**config.mk**
```make
export PLATFORM = sky130hd
export DESIGN_NAME = shield_v1
export DESIGN_NICKNAME = d
export VERILOG_FILES = /design/src/verilog/soc_pkg.sv /design/src/verilog/shield_v1.sv
export SDC_FILE = /design/constraint.sdc
export NUM_CORES = 1
export LEC_CHECK = 0
export BUFFER_PORTS_ARGS = -buffer_cell sky130_fd_sc_hd__buf_2
export CAP_MARGIN = 0
export CORE_MARGIN = 2
export CORE_UTILIZATION = 30
export CTS_BUF_LIST = sky130_fd_sc_hd__clkbuf_8
export CTS_CLUSTER_SIZE = 8
export DETAILED_ROUTE_END_ITERATION = 6
export SLEW_MARGIN = 10
export SYNTH_ARGS = -nofsm -noshare
export SYNTH_HDL_FRONTEND = slang
export SYNTH_SLANG_ARGS = --single-unit
```
**constraint.sdc**
```tcl
create_clock -name clk -period 2.97 [get_ports clk]
set_clock_uncertainty 0.2 [all_clocks]
set_input_delay 0.891 -clock clk [delete_from_list [all_inputs] [get_ports clk]]
set_output_delay 0.891 -clock clk [all_outputs]
set_load 0.05 [all_outputs]
```
**src/verilog/soc_pkg.sv**
```systemverilog
package soc_pkg;

  // Request from the core, held until ack
  typedef struct packed {
    logic        req;
    logic        write;
    logic [15:0] addr;
    logic [15:0] wdata;
  } bus_req_t;

  typedef struct packed {
    logic        ack;
    logic [15:0] rdata;
  } bus_rsp_t;

  // RV32I major opcodes of the supported subset
  typedef enum logic [6:0] {
    OP_LUI    = 7'b0110111,
    OP_OPIMM  = 7'b0010011,
    OP_OP     = 7'b0110011,
    OP_LOAD   = 7'b0000011,
    OP_STORE  = 7'b0100011,
    OP_BRANCH = 7'b1100011,
    OP_JAL    = 7'b1101111
  } opcode_e;

  typedef enum logic [3:0] {
    ST_IDLE,
    ST_FETCH_LO,
    ST_FETCH_HI,
    ST_EXEC,
    ST_MEM_LO,
    ST_MEM_HI,
    ST_WB,
    ST_HALT
  } core_state_e;

  // LED register lives inside the core
  localparam logic [15:0] LED_ADDR = 16'hFF00;

  localparam int DISP_INIT_LEN = 8;

  typedef struct packed {
    logic       dc;
    logic [7:0] data;
  } disp_init_byte_t;

  // Display bring-up, dc 0 for command and 1 for parameter
  localparam disp_init_byte_t DISP_INIT [DISP_INIT_LEN] = '{
    '{dc: 1'b0, data: 8'h01},
    '{dc: 1'b0, data: 8'h11},
    '{dc: 1'b0, data: 8'h3A},
    '{dc: 1'b1, data: 8'h05},
    '{dc: 1'b0, data: 8'h36},
    '{dc: 1'b1, data: 8'h00},
    '{dc: 1'b0, data: 8'h29},
    '{dc: 1'b0, data: 8'h2C}
  };

endpackage
```
**src/verilog/shield_v1.sv**
```systemverilog
module shield_v1 #(
  parameter int SPI_DIV = 4
) (
  input  logic clk,
  input  logic rst,
  output logic spi_sck,
  output logic spi_mosi,
  output logic spi_cs,
  output logic spi_dc,
  output logic inv,
  output logic adc_convst,
  output logic adc_sck,
  output logic adc_sdi
);

  import soc_pkg::*;

  localparam int DIV_W = (SPI_DIV > 1) ? $clog2(SPI_DIV) : 1;
  localparam int IDX_W = (DISP_INIT_LEN > 1) ? $clog2(DISP_INIT_LEN) : 1;

  logic [DIV_W-1:0] div_cnt;
  logic [2:0]       bit_cnt;
  logic [IDX_W-1:0] byte_idx;
  logic [7:0]       shift;
  logic             half_done;
  logic             last_byte;
  logic             load;

  assign half_done = (div_cnt == DIV_W'(SPI_DIV - 1));
  assign last_byte = (byte_idx == IDX_W'(DISP_INIT_LEN - 1));
  assign load = spi_cs && !inv;
  assign spi_mosi = shift[7];

  // ADC is not converting
  assign adc_convst = 1'b0;
  assign adc_sck = 1'b0;
  assign adc_sdi = 1'b0;

  // Framing, clock divider and byte walk
  always_ff @(posedge clk) begin
    if (rst) begin
      spi_cs   <= 1'b1;
      spi_sck  <= 1'b0;
      inv      <= 1'b0;
      div_cnt  <= '0;
      bit_cnt  <= 3'd0;
      byte_idx <= '0;
    end else if (spi_cs) begin
      if (!inv) begin
        spi_cs  <= 1'b0;
        div_cnt <= '0;
        bit_cnt <= 3'd0;
      end
    end else begin
      div_cnt <= half_done ? '0 : div_cnt + 1'b1;
      if (half_done) begin
        spi_sck <= ~spi_sck;
        // Falling edge closes the bit
        if (spi_sck) begin
          bit_cnt <= bit_cnt + 3'd1;
          if (bit_cnt == 3'd7) begin
            spi_cs   <= 1'b1;
            byte_idx <= byte_idx + 1'b1;
            if (last_byte) inv <= 1'b1;
          end
        end
      end
    end
  end

  // Shift register, MSB first, next bit set up while sck is low
  always_ff @(posedge clk) begin
    if (load) begin
      shift  <= DISP_INIT[byte_idx].data;
      spi_dc <= DISP_INIT[byte_idx].dc;
    end else if (!spi_cs && half_done && spi_sck) begin
      shift <= {shift[6:0], 1'b0};
    end
  end

endmodule

```
==> out/qor_table.md <==
| Parameter | Reported |
|:---|:---|
| Worst-path cell chain | buf_2 |
| Number of standard-cell rows in the floorplan | 21 |
| Synth-to-Final Area Change | 8.25% |
| Net load switching power | 0.115 mW |
| Startpoint-to-endpoint class of the critical path | reg2out |
| Clock-pin slew on the worst setup and hold paths | 0.07 ns |
| Flip-flop and latch count after synthesis | 20 |
| Clock period minus worst slack | 2.19 ns |
| Final weighted congestion in routability-driven placement | 0.709 |
| Highest-count cells in the layout ignoring fill and taps | nand2_1, a21oi_1, ha_1, dfxtp_1, edfxtp_1 |
| Post-synth EDFFs | 9 |
| Clock root buffer | clkbuf_8 |
| GRT Resource Usage Total | 0.0891 |
| Part of the total power dissipated in the clock network | 0.340 |
| Share of cells above drive strength 1 | 0.112 |
| Hold-fix buffers, CTS | 0 |
| Critical path fanouts, max | 13 |
| R2R Path Start | spi_cs$_SDFF_PP1_ |
| Type of the worst min-delay path | reg2reg |
| Most common flop cell mapped by yosys | dfxtp_1 |
| Worst setup slack for register-to-register paths | 1.13 ns |
| Number of fill cells in the layout | 372 |
| Switching power as a share of total power | 0.225 |
| Status | complete, no violations |
| Port buffer count | 6 |
| WHS Endpoint | bit_cnt[2]$_SDFFE_PP0P_ |
| Max Cap Violations | 0 |
| Data required time at the worst endpoint | 1.88 ns |
| Number of top-level pins | 10 |
| Buffer depth of the longest clock path | 2 |
| Post-Synthesis Cells | 103 |
| Die extent in y | 62.6 um |
| Largest cells by area after synthesis | edfxtp_1, dfxtp_1, ha_1, a21oi_1, nand2_1 |
| Final total negative setup slack | 0 ns |
| Final non-filler cell total | 153 |
| Total congestion overflow after global routing | 0 |
| Maximum single-stage delay on the critical path | 0.51 ns |
| Number of pins with negative max-slew slack in the final report | 0 |
| Slew headroom | 0.629 |
| Leakage power | 0.442 nW |
| Final setup viols | 0 |
| Total iterations of the first detailed-routing run | 4 |
| Initial antenna violation count | 0 |
| Combinational share of power | 0.070 |
| Post-synth cell types | 29 |
| Worst flop-to-flop path endpoint | shift[0]$_SDFFCE_PN0P_ |
| Total area of multi-input combinational cells | 474 um^2 |
| Number of instances in the placed design | 149 |
| Count of buffer and inverter cells on the critical path | 1 |
| Worst Tran Pin Value | 0.556 ns |
| Final period utilization | 0.737 |
| X dimension of the die | 62.6 um |
| Startpoint of the worst hold path | bit_cnt[2]$_SDFFE_PP0P_ |
| Total vias in the final route | 654 |
| Half-perimeter wire length after detailed placement | 1180 um |
| CTS HTree Levels | 1 |
| Footprint of the flip-flops and latches | 490 um^2 |
| Largest vdd supply drop | 0.000258 V |
| Remaining routing DRC violations | 0 |
| Global-route wire length before repair | 2790 um |
| Vias per Instance | 4.27 |
| Worst reg2reg path depth | 2 |
| Data arrival, critical path | 1.10 ns |
| Flop pwr share | 0.590 |
| Count of warnings emitted by yosys | 0 |
| Most common library cell in the layout ignoring fill and taps | nand2_1 |
| Total of cells resized after clock tree synthesis | 0 |
| Capturing element type of the critical path | output port |
| Internal Pwr Total | 0.397 mW |
| Proportion of netlist area held by the largest area contributor | 0.262 |
| Sink count of the clock tree | 20 |
| Starting utilization of the core area | 0.311 |
| Clock tree from TritonCTS | yes |
| Number of endpoints with negative hold slack in the final report | 0 |
| Setup fix buffers added after clock tree synthesis | 0 |
| Maximum achievable frequency | 457 MHz |
| Clock insertion delay at the later pin of the skew report | 0.25 ns |
| Power per Cell Area | 459 nW/um^2 |
| Proportion of synthesized chip area in sequential cells | 0.476 |
| Die footprint | 3920 um^2 |
| Number of cells on the worst hold path | 2 |
| Setup repair after global routing missed its margin | false |
| Number of global-route vias before repair | 617 |
| Worst Setup Start Kind | register |
| Post-synthesis cell area | 1030 um^2 |
| Post-synthesis area per instance | 10.0 um^2 |
| Final ANT Viol Nets | 0 |
| Post-synthesis cell type with the largest combined area | edfxtp_1 |
| Worst path top cell family by delay | flip-flops |
| Maximum number of pins on one net before global-route repair | 18 |
| Final net count | 121 |
| Detailed Route Iter0 Violations | 18 |
| Post-synthesis async set-or-reset flop share | 0 |
| CTS buffer count | 3 |
| Final routed wirelength across all metal layers | 1530 um |
| Routed length per placed instance | 9.99 um |
| CORE AREA | 3310 um^2 |
| Start point of the critical path | spi_cs$_SDFF_PP1_ |
| Crit-path slowest cell | dfxtp_1 |
| Antenna cells | 0 |
## metal layers
layer  up-vias  share of wire  track usage
met5         -              0            0
met4         0              0       0.0250
met3         0          0.032       0.0306
met2         4           0.43        0.138
met1       296           0.53        0.118
li1        354              -            -
## kinds of logic after synthesis
logic type / count (synthesis) / share of synthesized area
other: 1 / 0.00364
DFF: 20 / 0.476
muxes: 3 / 0.0303
and+or+nand+nor: 35 / 0.175
adders and majority gates: 11 / 0.133
xor gates and xnor gates: 2 / 0.0170
buffers and inverters: 13 / 0.0716
AOI/OAI and AO/OA: 18 / 0.0934
## tightest hold or removal path, cell delays in order (launching register included)
cell and delay [ns]:
dfxtp_1 0.31, nand3_1 0.06, a21oi_1 0.05
## cell usage after synthesis (all sizes together), types with 2 or more instances
library cell and instances:
dfxtp 11, xnor2 2, o21ai 5, ha 11, nand2 14, nor3 2, a21oi 11, edfxtp 9
nand2b 2, inv 5, buf 7, nand3b 2, nand3 3, mux2i 2, and2 2, nor2 5
## sequential cells by signal, indices dropped and copies added, names as in the netlist
register / flops
shift: 8
spi_sck: 1
spi_dc: 1
spi_cs: 1
div_cnt: 2
inv: 1
byte_idx: 3
bit_cnt: 3
## worst max-delay path by stage
| stage | to | depth (start not counted) |
|---|---|---|
| final | spi_cs | 1 |
| after global placement | spi_cs | 1 |
| after global routing | spi_cs | 1 |
| after detailed placement | spi_cs | 1 |
| after floorplan | shift[0]$_SDFFCE_PN0P_ | 4 |
| after CTS | spi_cs | 1 |
## area by class of cell
cell class / instances / area share
sequential: 20 / 0.439
clock inverter: 1 / 0.00336
tap: 46 / 0.0516
inverter: 5 / 0.0168
multi-input combinational: 72 / 0.425
clock buffer: 3 / 0.0370
timing repair buffer: 6 / 0.0269
## through the flow
| stage | worst slack, ns | util | total power [mW] | hold WS (ns) | instance area (um^2) |
|---|---|---|---|---|---|
| 3_5_place_dp | 1.07 | 0.324 | 0.345 | 0.268 | 1070 |
| 2_1_floorplan | 1.17 | - | 0.344 | 0.252 | 1040 |
| 4_1_cts | 0.775 | 0.337 | 0.524 | 0.278 | 1120 |
| 6_report | 0.782 | 0.337 | 0.513 | 0.272 | 1120 |
| 3_3_place_gp | 1.09 | 0.324 | 0.343 | 0.265 | 1070 |
| 5_1_grt | 0.729 | 0.337 | 0.536 | 0.303 | 1120 |
## power groups by stage
stage               clock network (mW)  registers (mW)  logic (mW)
floorplan                            0           0.314      0.0295
global placement                     0           0.308      0.0350
detailed placement                   0           0.309      0.0361
CTS                              0.186           0.303      0.0361
global route                     0.193           0.304      0.0390
finish                           0.174           0.303      0.0358
(Power assumes the default switching activity.)
